$ cat config.mk
export PLATFORM = sky130hd
export DESIGN_NAME = mul_sequencer
export DESIGN_NICKNAME = d
export VERILOG_FILES = /design/src/mul_cfg_pkg.sv /design/src/mul_ctrl_pkg.sv /design/src/mul_sequencer.sv
export SDC_FILE = /design/constraint.sdc
export NUM_CORES = 1
export LEC_CHECK = 0
export BUFFER_PORTS_ARGS = -buffer_cell sky130_fd_sc_hd__buf_2
export CAP_MARGIN = 10
export CORE_AREA = 2 2 39 41
export CTS_CLUSTER_SIZE = 20
export DETAILED_ROUTE_END_ITERATION = 6
export DIE_AREA = 0 0 41 43
export PLACE_DENSITY_LB_ADDON = 0.12
export SETUP_SLACK_MARGIN = 0.5
export SYNTH_ARGS = -nofsm -noshare
export SYNTH_HDL_FRONTEND = slang
export SYNTH_SLANG_ARGS = --single-unit
$ cat constraint.sdc
create_clock -name ctl_clk -period 0.95 [get_ports ctl_clk]
set_clock_uncertainty 0.05 [all_clocks]
set_input_delay 0.095 -clock ctl_clk [delete_from_list [all_inputs] [get_ports ctl_clk]]
set_output_delay 0.095 -clock ctl_clk [all_outputs]
set_load 0.02 [all_outputs]
$ cat src/mul_cfg_pkg.sv
// Widths, fixed-point position and step sizing shared by the multiplier RTL and its testbench
`default_nettype none

package mul_cfg_pkg;

    // Operand and result width
    localparam int WIDTH = 16;
    localparam int FRAC_BITS = 8;

    // Radix-4 digits per step, two multiplier bits each
    localparam int DIGITS_PER_STEP = 4;
    localparam int BITS_PER_STEP = 2 * DIGITS_PER_STEP;
    localparam int NUM_STEPS = WIDTH / BITS_PER_STEP;

    // New upper product plus the retired low bits of one step
    localparam int PP_WIDTH = WIDTH + BITS_PER_STEP;

    typedef logic [WIDTH-1:0] operand_t;
    typedef logic [2*WIDTH-1:0] product_t;
    typedef logic [PP_WIDTH-1:0] partial_t;

endpackage

`default_nettype wire

$ cat src/mul_ctrl_pkg.sv
// Sequencer state and step-counter types for the multiplier control path
`default_nettype none

package mul_ctrl_pkg;

    typedef enum logic [1:0] {
        MUL_IDLE = 2'd0,
        MUL_CALC = 2'd1,
        MUL_DONE = 2'd2
    } mul_state_t;

    // Holds 0 .. NUM_STEPS
    typedef logic [$clog2(mul_cfg_pkg::NUM_STEPS + 1)-1:0] step_cnt_t;

endpackage

`default_nettype wire

$ cat src/mul_sequencer.sv
// Multiplier control FSM that counts steps and drives the in_ready/out_valid handshake
`timescale 1ns/1ps
`default_nettype none

module mul_sequencer
    import mul_cfg_pkg::*;
    import mul_ctrl_pkg::*;
(
    input  logic ctl_clk,
    input  logic reset,
    input  logic in_valid,
    output logic in_ready,
    output logic load,
    output logic step,
    output logic capture,
    output logic out_valid
);

    mul_state_t state;
    mul_state_t state_next;
    step_cnt_t  step_cnt;

    // Accept
    assign load = in_valid && in_ready;

    always_comb begin
        state_next = state;
        case (state)
            MUL_IDLE: begin
                if (load) begin
                    state_next = MUL_CALC;
                end
            end
            MUL_CALC: begin
                if (step_cnt == step_cnt_t'(NUM_STEPS - 1)) begin
                    state_next = MUL_DONE;
                end
            end
            MUL_DONE: begin
                state_next = load ? MUL_CALC : MUL_IDLE;
            end
            default: begin
                state_next = MUL_IDLE;
            end
        endcase
    end

    always_ff @(posedge ctl_clk) begin
        if (!reset) begin
            state <= MUL_IDLE;
            step_cnt <= '0;
            in_ready <= 1'b1;
            step <= 1'b0;
            capture <= 1'b0;
            out_valid <= 1'b0;
        end else begin
            state <= state_next;
            in_ready <= (state_next != MUL_CALC);
            step <= (state_next == MUL_CALC);
            capture <= (state_next == MUL_DONE);
            out_valid <= capture;
            if (load) begin
                step_cnt <= '0;
            end else if (state == MUL_CALC) begin
                step_cnt <= step_cnt + 1'b1;
            end
        end
    end

    // One pulse per result even back to back
    a_single_pulse: assert property (@(posedge ctl_clk) disable iff (!reset)
        out_valid |=> !out_valid)
    else $error("mul_sequencer: out_valid high two cycles in a row");

    // No new accept during the step cycles of a running multiplication
    a_no_load_in_calc: assert property (@(posedge ctl_clk) disable iff (!reset)
        load |=> !load [*NUM_STEPS])
    else $error("mul_sequencer: operands accepted while busy");

endmodule

`default_nettype wire

==> flow_summary.yaml, run 1 <==
placement:
  dp_hpwl_microns: 401.6
  io_buffers: 7
  gp_congestion: 0.6071
  placed_area_sq_um: 391.6
  place_ws_ns: -0.02871
layout:
  layout-drive-gt1-share: 0.8205
  syn2layout_area_growth_pct: 68.70
  nets: 45
  fin_util: 0.3508
  insertedDiodeCount: 0
  final.fill_count: 146
  final_area_sq_um: 485.5
detailed_routing:
  drt-total-wl_microns: 487
  wl_per_cell_microns: 8.855
  ant_nets: 0
  drt_iter0_drc: 0
  avgViaCountPerCell: 3.927
  drc_errors: 0
  firstDrtPassIters: 1
  route.vias.total: 216
clock_tree:
  clockBufferDepth: 2
  cts_root_buf: "clkbuf_4"
  ctsHtreeMaxLevel: 1
  clkTransAtPathRegs_ns: 0.06
  numCtsBuffers: 3
  hold_buffers: 0
  clock-sinks: 8
  cts_tree: "done"
  clock_latency_ns: 0.25
yosys:
  synth.top_cell.area_share: 0.5565
  yosysMostFrequentCell: "dfxtp_1"
  synth_nets: 30
  synthTopCellsByCount: "dfxtp_1 (8), nor2_1 (3)"
  synth_area_sq_um: 287.8
  syn-mean-instance-area_sq_um: 11.07
  ys.warnings.count: 0
  ys_types: 13
  async_flop_share: 0
  synthFlopType: "dfxtp_1"
  ys_top_cells_by_area: "dfxtp_1 (56%), and3_2 (5.2%), o21a_1 (5.2%), nor2b_4 (4.8%), a211oi_2 (4.3%)"
  yosysTopAreaCell: "dfxtp_1"
  netlist_instances: 26
  synth.yosys.seq_area_share: 0.5565
  synth-seq-cells: 8
  synth_edf_count: 0
timing:
  hold_viol: 0
  rsz0062_at_grt: "true"
  worst_pin_slew_ns: 0.1739
  setup_violations: 5
  fin_crit_sh: 1.039
  fin_crit_ns: 0.9871
  fmax_mhz: 1013
  slew_headroom: 0.8837
  fin_tns_setup_ns: -0.1085
  maxSlewViolCount: 0
  final.setup.worst_slack_ns: -0.03712
die:
  die_x_microns: 41
  dieHeight_microns: 43
  coreArea_sq_mm: 0.001384
  dieArea_sq_mm: 0.001763
  num_rows: 14
  num_io_pins: 8
  initial_core_util: 0.2080
setup_path:
  critPathCaptureType: "flop"
  path_cells: "inv_2 > ha_4 > nor3b_4 > o21ai_1"
  crit_required_ns: 1.03
  slowest_stage: "dfxtp_2"
  arrival_ns: 1.06
  criticalPathCategory: "reg2reg"
  cp-start-kind: "flop"
  crit_fanout: 3
  cpPeakStageDelay_ns: 0.33
global_routing:
  grt_pass1_vias: 208
  grt_max_degree: 8
  gr-total-overflow: 0
  grt_pass1_wl_microns: 855
  antenna_found_initial: 0
  grt_use_total: 0.07847
status:
  violations: "negative setup slack"
  status: "finished, violations left"
power_and_ir_drop:
  power.leakage_nw: 0.2053
  powerDensity_mw_per_mm2: 1666
  power.total_uw: 808.7
  peakVddDrop_mv: 0.5740
worst_hold_path:
  holdCritPathClass: "in2reg"
flow_run:
  max_cap_violations: 0
==> worst max-delay path, delay by kind of cell, from the launching register on <==
kind	cells	cell delay, ns
adders and majority gates	1	0.15
AOI/OAI and AO/OA	1	0.10
buffers and inverters	1	0.04
DFF	1	0.33
and+or+nand+nor	1	0.19
==> placed cells by master, fill, tap and decap left out <==
cell | Yosys | routed
dfxtp_2 | 0 | 4
ha_4 | 0 | 1
o21ai_1 | 0 | 1
o21a_1 | 2 | 2
dfxtp_4 | 0 | 4
xnor2_1 | 1 | 1
inv_4 | 0 | 1
buf_6 | 0 | 7
nor2_1 | 3 | 3
and3_2 | 2 | 2
nor2b_4 | 1 | 1
nor3b_4 | 0 | 1
buf_2 | 0 | 2
inv_2 | 0 | 1
clkbuf_4 | 0 | 3
and2_4 | 0 | 1
nand2_4 | 0 | 2
buf_4 | 0 | 1
a211oi_2 | 1 | 1
==> report_power, final <==
group	internal [mW]	switching, mW	leakage, nW	total [mW]
registers	0.358	0.0191	0.0694	0.377
clock network	0.144	0.110	0.0138	0.254
logic	0.101	0.0770	0.122	0.178
==> registers in the layout, summed over array words and instances, names as in the netlist <==
name and cells:
out_valid 1, state 2, step_cnt 2, capture 1, in_ready 1, step 1
==> cells by family after synthesis <==
kind of cell / synth area share
fa+ha+maj: 0.04347
buf+inv: 0.02610
flops: 0.5565
simple gates: 0.2304
compound gates: 0.1130
xor+xnor: 0.03044
==> per-stage QoR <==
stage	hold WS (ns)	instances
2_1_floorplan	0.1240	26
6_report	0.06839	55
3_3_place_gp	0.2962	49
4_1_cts	0.04965	54
5_1_grt	0.07229	55
3_5_place_dp	0.3047	49
==> routing by layer <==
layer | share of wire | global-route usage
met1 | 0.39 | 0.08414
met4 | 0 | 0.08000
met2 | 0.51 | 0.1063
met5 | 0 | 0
met3 | 0.092 | 0.03141
==> worst paths after layout <==
kind	depth (start not counted)	slack (ns)	to	start
hold / removal	2	0.07	in_ready$_SDFF_PN1_	reset
setup / recovery	4	-0.04	in_ready$_SDFF_PN1_	step_cnt[1]$_SDFFE_PP0N_
hold reg to reg	1	0.45	out_valid$_SDFF_PN0_	capture$_SDFF_PN0_
setup reg to reg	4	-0.04	in_ready$_SDFF_PN1_	step_cnt[1]$_SDFFE_PP0N_
==> what timing repair did <==
action	4_1_cts	5_1_grt
pin swaps	4	2
cloned	0	0
setup buffers	2	1
resized for setup	11	4
setup endpoints to repair	13	13
==> cell type report <==
class / count / area, sq um / share of cell area
sequential: 8 / 180.2 / 0.3711
multi-input combinational: 16 / 156.4 / 0.3222
tap: 16 / 20.02 / 0.04124
clock buffer: 3 / 22.52 / 0.04639
timing repair buffer: 10 / 96.34 / 0.1985
inverter: 2 / 10.01 / 0.02062
(Power assumes the default switching activity.)
==> inputs of run 2 (changes only) <==
--- a/config.mk
+++ b/config.mk
@@ -11,7 +11,6 @@
 export CTS_CLUSTER_SIZE = 20
 export DETAILED_ROUTE_END_ITERATION = 6
 export DIE_AREA = 0 0 41 43
-export PLACE_DENSITY_LB_ADDON = 0.12
 export SETUP_SLACK_MARGIN = 0.5
 export SYNTH_ARGS = -nofsm -noshare
 export SYNTH_HDL_FRONTEND = slang
==> constraint.sdc (replaced) <==
create_clock -name ctl_clk -period 0.93 [get_ports ctl_clk]
set_clock_uncertainty 0.05 [all_clocks]
set_input_delay 0.093 -clock ctl_clk [delete_from_list [all_inputs] [get_ports ctl_clk]]
set_output_delay 0.093 -clock ctl_clk [all_outputs]
set_load 0.02 [all_outputs]
==> run 2 against run 1 <==
- routed wire length is 4.9% higher
- non-clock buffer count is 1 higher
- total power rose by 6.0%
- die area unchanged
- critical endpoint is now state[0]$_SDFF_PN0_
- global-route usage increased by 0.21 points
- sequential power up 2%
- worst hold slack got worse by 0.040 ns
- maximum frequency is 1.2% higher
- register-to-register slack about the same
- critical path type unchanged
- core utilization rose by 0.81 points
- the run still ends with negative setup slack left
==> flow_summary.yaml, run 2 (synthesis gave the netlist of run 1 again) <==
timing:
  hold_ws_ns: 0.02797
  fin_tns_setup_ns: -0.1738
  slew_headroom: 0.8792
  final.setup.worst_slack_ns: -0.04575
  fmax_mhz: 1025
  fin_crit_ns: 0.9757
  rsz0062_at_grt: "true"
  maxSlewViolCount: 0
  worst_pin_slew_ns: 0.1809
  hold_viol: 0
  fin_crit_sh: 1.049
  setup_violations: 5
setup_path:
  cp-start-kind: "flop"
  criticalPathCategory: "reg2reg"
  cpPeakStageDelay_ns: 0.32
  crit_required_ns: 1.08
  crit_family: "flip-flops"
  path_cells: "inv_2 > ha_4 > nor3b_4 > o21a_1"
  critPathCaptureType: "flop"
  critical_path_buf_inv_count: 1
  arrival_ns: 1.12
  crit_fanout: 3
  slowest_stage: "dfxtp_2"
detailed_routing:
  route.vias.total: 223
  wl_per_cell_microns: 8.965
  ant_nets: 0
  drc_errors: 0
  avgViaCountPerCell: 3.912
  firstDrtPassIters: 2
  drt-total-wl_microns: 511
  drt_iter0_drc: 2
die:
  num_rows: 14
  coreArea_sq_mm: 0.001384
  dieHeight_microns: 43
  dieArea_sq_mm: 0.001763
  die_x_microns: 41
  num_io_pins: 8
  initial_core_util: 0.2080
layout:
  insertedDiodeCount: 0
  syn2layout_area_growth_pct: 72.61
  layout-drive-gt1-share: 0.8049
  top_regs: "state x2, step_cnt x2"
  nets: 46
  final_area_sq_um: 496.7
  layout_commonest_cell: "buf_6"
  fin_util: 0.3590
  mostFrequentLayoutCells: "buf_6 (5), dfxtp_4 (4), buf_4 (4), dfxtp_2 (4)"
power_and_ir_drop:
  power.leakage_nw: 0.2057
  peakVddDrop_mv: 0.9422
  powerDensity_mw_per_mm2: 1726
clock_tree:
  cts_tree: "done"
  clkTransAtPathRegs_ns: 0.06
  ctsHtreeMaxLevel: 1
  clock_latency_ns: 0.26
  hold_buffers: 0
  cts_root_buf: "clkbuf_4"
  clockBufferDepth: 2
  clock-sinks: 8
  numCtsBuffers: 3
status:
  status: "finished, violations left"
  violations: "negative setup slack"
global_routing:
  grt_use_total: 0.08056
  gr-total-overflow: 0
  grt_pass1_wl_microns: 841
  grt_pass1_vias: 205
  grt_max_degree: 8
  antenna_found_initial: 0
placement:
  io_buffers: 7
  gp_congestion: 0.5772
  dp_hpwl_microns: 329.2
  place_ws_ns: -0.03760
  placed_area_sq_um: 399.1
flow_run:
  max_cap_violations: 0
worst_hold_path:
  holdCritPathClass: "in2reg"
[run 2: repair_timing]
item                                   in CTS  in global routing
pin swaps                                   2                  5
setup buffers                               1                  2
endpoints found under the hold margin       0                  0
setup endpoints to repair                  13                 13
resized for setup                          10                  4
[run 2: stage by stage]
stage                     power, mW  std cells
final                        0.8574         57
after CTS                    0.8517         55
after floorplan              0.4915         26
after global routing         0.9228         57
after global placement       0.5266         50
after detailed placement     0.5287         50
[run 2: where the power goes]
part / switching (mW) / internal (mW)
sequential: 0.0176 / 0.365
clock: 0.125 / 0.165
combinational: 0.0805 / 0.105
[run 2: cell type report]
type / count / area, sq um
fill: 141 / 887.1
clock buffer: 4 / 26.28
timing repair buffer: 11 / 96.34
sequential: 8 / 180.2
tap: 16 / 20.02
inverter: 2 / 10.01
multi-input combinational: 16 / 163.9
[run 2: routing by layer]
layer | share of wire | GRT usage | vias up
met5 | 0 | 0 | -
met4 | 0 | 0.04000 | 0
met3 | 0.14 | 0.09424 | 0
met2 | 0.47 | 0.1031 | 11
met1 | 0.40 | 0.07468 | 96
li1 | - | - | 116
[run 2: final timing paths]
| kind | cells past startpoint | slack [ns] | to | start |
|---|---|---|---|---|
| worst max-delay path | 4 | -0.05 | state[0]$_SDFF_PN0_ | step_cnt[1]$_SDFFE_PP0N_ |
| worst min-delay path | 2 | 0.03 | in_ready$_SDFF_PN1_ | reset |
| worst max register to register | 4 | -0.05 | state[0]$_SDFF_PN0_ | step_cnt[1]$_SDFFE_PP0N_ |
| worst min register to register | 1 | 0.44 | out_valid$_SDFF_PN0_ | capture$_SDFF_PN0_ |
==> inputs of run 3 (changes only) <==
--- a/config.mk
+++ b/config.mk
@@ -5,12 +5,15 @@
 export SDC_FILE = /design/constraint.sdc
 export NUM_CORES = 1
 export LEC_CHECK = 0
-export BUFFER_PORTS_ARGS = -buffer_cell sky130_fd_sc_hd__buf_2
 export CAP_MARGIN = 10
+export CELL_PAD_IN_SITES_DETAIL_PLACEMENT = 0
+export CELL_PAD_IN_SITES_GLOBAL_PLACEMENT = 2
 export CORE_AREA = 2 2 39 41
 export CTS_CLUSTER_SIZE = 20
 export DETAILED_ROUTE_END_ITERATION = 6
 export DIE_AREA = 0 0 41 43
+export DONT_BUFFER_PORTS = 1
+export PLACE_DENSITY = 0.54
 export SETUP_SLACK_MARGIN = 0.5
 export SYNTH_ARGS = -nofsm -noshare
 export SYNTH_HDL_FRONTEND = slang
==> run 3 against run 2 <==
- sequential power grew 2%
- register-to-register slack lost 0.02 ns
- design area shrank 17%
- core utilization shrank 6.1 points
- the flow finishes with violations (negative hold slack, negative setup slack)
- combinational power shrank 29%
- critical path depth is the same
==> flow_summary.yaml, run 3 (synthesis gave the netlist of run 1 again) <==
status:
  status: "finished, violations left"
  violations: "negative hold slack, negative setup slack"
global_routing:
  antenna_found_initial: 0
  gr-total-overflow: 0
  grt_pass1_vias: 203
  grt_use_total: 0.08032
  grt_max_degree: 8
  grt_pass1_wl_microns: 834
setup_path:
  critical_path_buf_inv_count: 1
  criticalPathCategory: "reg2reg"
  rr_worst_depth: 4
  worst-path-stages: 4
  crit_required_ns: 1.02
  arrival_ns: 1.08
  crit_fanout: 3
  slowest_stage: "dfxtp_2"
  path_cells: "inv_2 > ha_4 > nor3b_4 > o21ai_1"
  critPathCaptureType: "flop"
  rr_startpoint: "step_cnt[1]$_SDFFE_PP0N_"
  cp-startpoint: "step_cnt[1]$_SDFFE_PP0N_"
  endpoint: "in_ready$_SDFF_PN1_"
  cpPeakStageDelay_ns: 0.33
  cp-start-kind: "flop"
  crit_family: "flip-flops"
  ff2ff_setup_slack_ns: -0.07
  timing.rr.end: "in_ready$_SDFF_PN1_"
die:
  num_io_pins: 8
  coreArea_sq_mm: 0.001384
  dieArea_sq_mm: 0.001763
  num_rows: 14
  dieHeight_microns: 43
  die_x_microns: 41
  initial_core_util: 0.2080
detailed_routing:
  drt_iter0_drc: 2
  route.vias.total: 190
  firstDrtPassIters: 2
  wl_per_cell_microns: 10.38
  avgViaCountPerCell: 3.958
  drt-total-wl_microns: 498
  ant_nets: 0
  drc_errors: 0
clock_tree:
  clock-sinks: 8
  numCtsBuffers: 3
  ctsHtreeMaxLevel: 1
  clockBufferDepth: 2
  post-cts-setup-buffers: 0
  clock_latency_ns: 0.25
  clkTransAtPathRegs_ns: 0.06
  cts_root_buf: "clkbuf_4"
  cts_tree: "done"
timing:
  worst_pin_slew_ns: 0.1819
  fin_tns_setup_ns: -0.1577
  fin_crit_sh: 1.070
  fin_crit_ns: 0.9955
  hold_ws_ns: -0.1142
  fmax_mhz: 1005
  setup_violations: 3
  slew_headroom: 0.8786
  maxSlewViolCount: 0
  hold_viol: 8
  rsz0062_at_grt: "true"
  final.setup.worst_slack_ns: -0.06552
power_and_ir_drop:
  power.leakage_nw: 0.1608
  power.total_uw: 805.7
  powerDensity_mw_per_mm2: 1957
  peakVddDrop_mv: 0.5725
layout:
  multi_input_area_sq_um: 156.4
  final_area_sq_um: 411.6
  layout-drive-gt1-share: 0.7500
  fin_util: 0.2975
  insertedDiodeCount: 0
  nets: 37
  mostFrequentLayoutCells: "dfxtp_4 (4), dfxtp_2 (4), nor2_1 (3), clkbuf_4 (3)"
  top_regs: "state x2, step_cnt x2"
  final.fill_count: 144
  seq_area_sq_um: 180.2
  syn2layout_area_growth_pct: 43.04
  finalNonFillerCells: 48
placement:
  dp_cells: 44
  place_ws_ns: -0.05862
  io_buffers: 0
  dp_hpwl_microns: 397.3
  placed_area_sq_um: 371.6
  gp_congestion: 0.5573
flow_run:
  max_cap_violations: 0
worst_hold_path:
  holdCritPathClass: "in2reg"
  worstHoldStart: "reset"
-- run 3: changes by cell type in the layout (fill, tap and decap cells not counted) --
cell,before,now
and3_2,0,2
and3_4,2,0
buf_6,5,1
buf_4,4,1
buf_2,2,0
-- run 3: worst reg2reg max path: stages (launching register included) --
cell and delay [ns]:
dfxtp_2 0.33, inv_2 0.04, ha_4 0.16, nor3b_4 0.20
o21ai_1 0.11
-- run 3: how the worst min path moves through the flow --
stage | end | slack (ns) | cells after the start
6_report | in_ready$_SDFF_PN1_ | -0.11 | 1
2_1_floorplan | in_ready$_SDFF_PN1_ | 0.12 | 1
5_1_grt | in_ready$_SDFF_PN1_ | -0.13 | 1
4_1_cts | in_ready$_SDFF_PN1_ | -0.12 | 1
3_5_place_dp | in_ready$_SDFF_PN1_ | 0.13 | 1
3_3_place_gp | in_ready$_SDFF_PN1_ | 0.14 | 1
-- run 3: final cells by class --
class / instances / area share
clock buffer: 4 / 0.06383
inverter: 2 / 0.02432
multi-input combinational: 16 / 0.3799
sequential: 8 / 0.4377
tap: 16 / 0.04863
timing repair buffer: 2 / 0.04559
-- run 3: power breakdown --
group | internal, mW | switching [mW]
Sequential | 0.366 | 0.0255
Clock | 0.164 | 0.119
Combinational | 0.0703 | 0.0605
Total | 0.600 | 0.205
-- run 3: timing repair --
item	4_1_cts	5_1_grt
cloned	0	0
pin swaps	3	1
gates resized for setup	2	1
endpoints found under the setup margin	13	13
hold endpoints to repair	8	8
-- run 3: routing by layer --
metal | part of all wire | wire, microns | track usage | vias up
met5 | 0 | 0 | 0 | -
met4 | 0 | 0 | 0.06000 | 0
met3 | 0.092 | 46 | 0.06283 | 0
met2 | 0.53 | 263 | 0.1094 | 5
met1 | 0.38 | 188 | 0.07717 | 87
li1 | - | - | - | 98
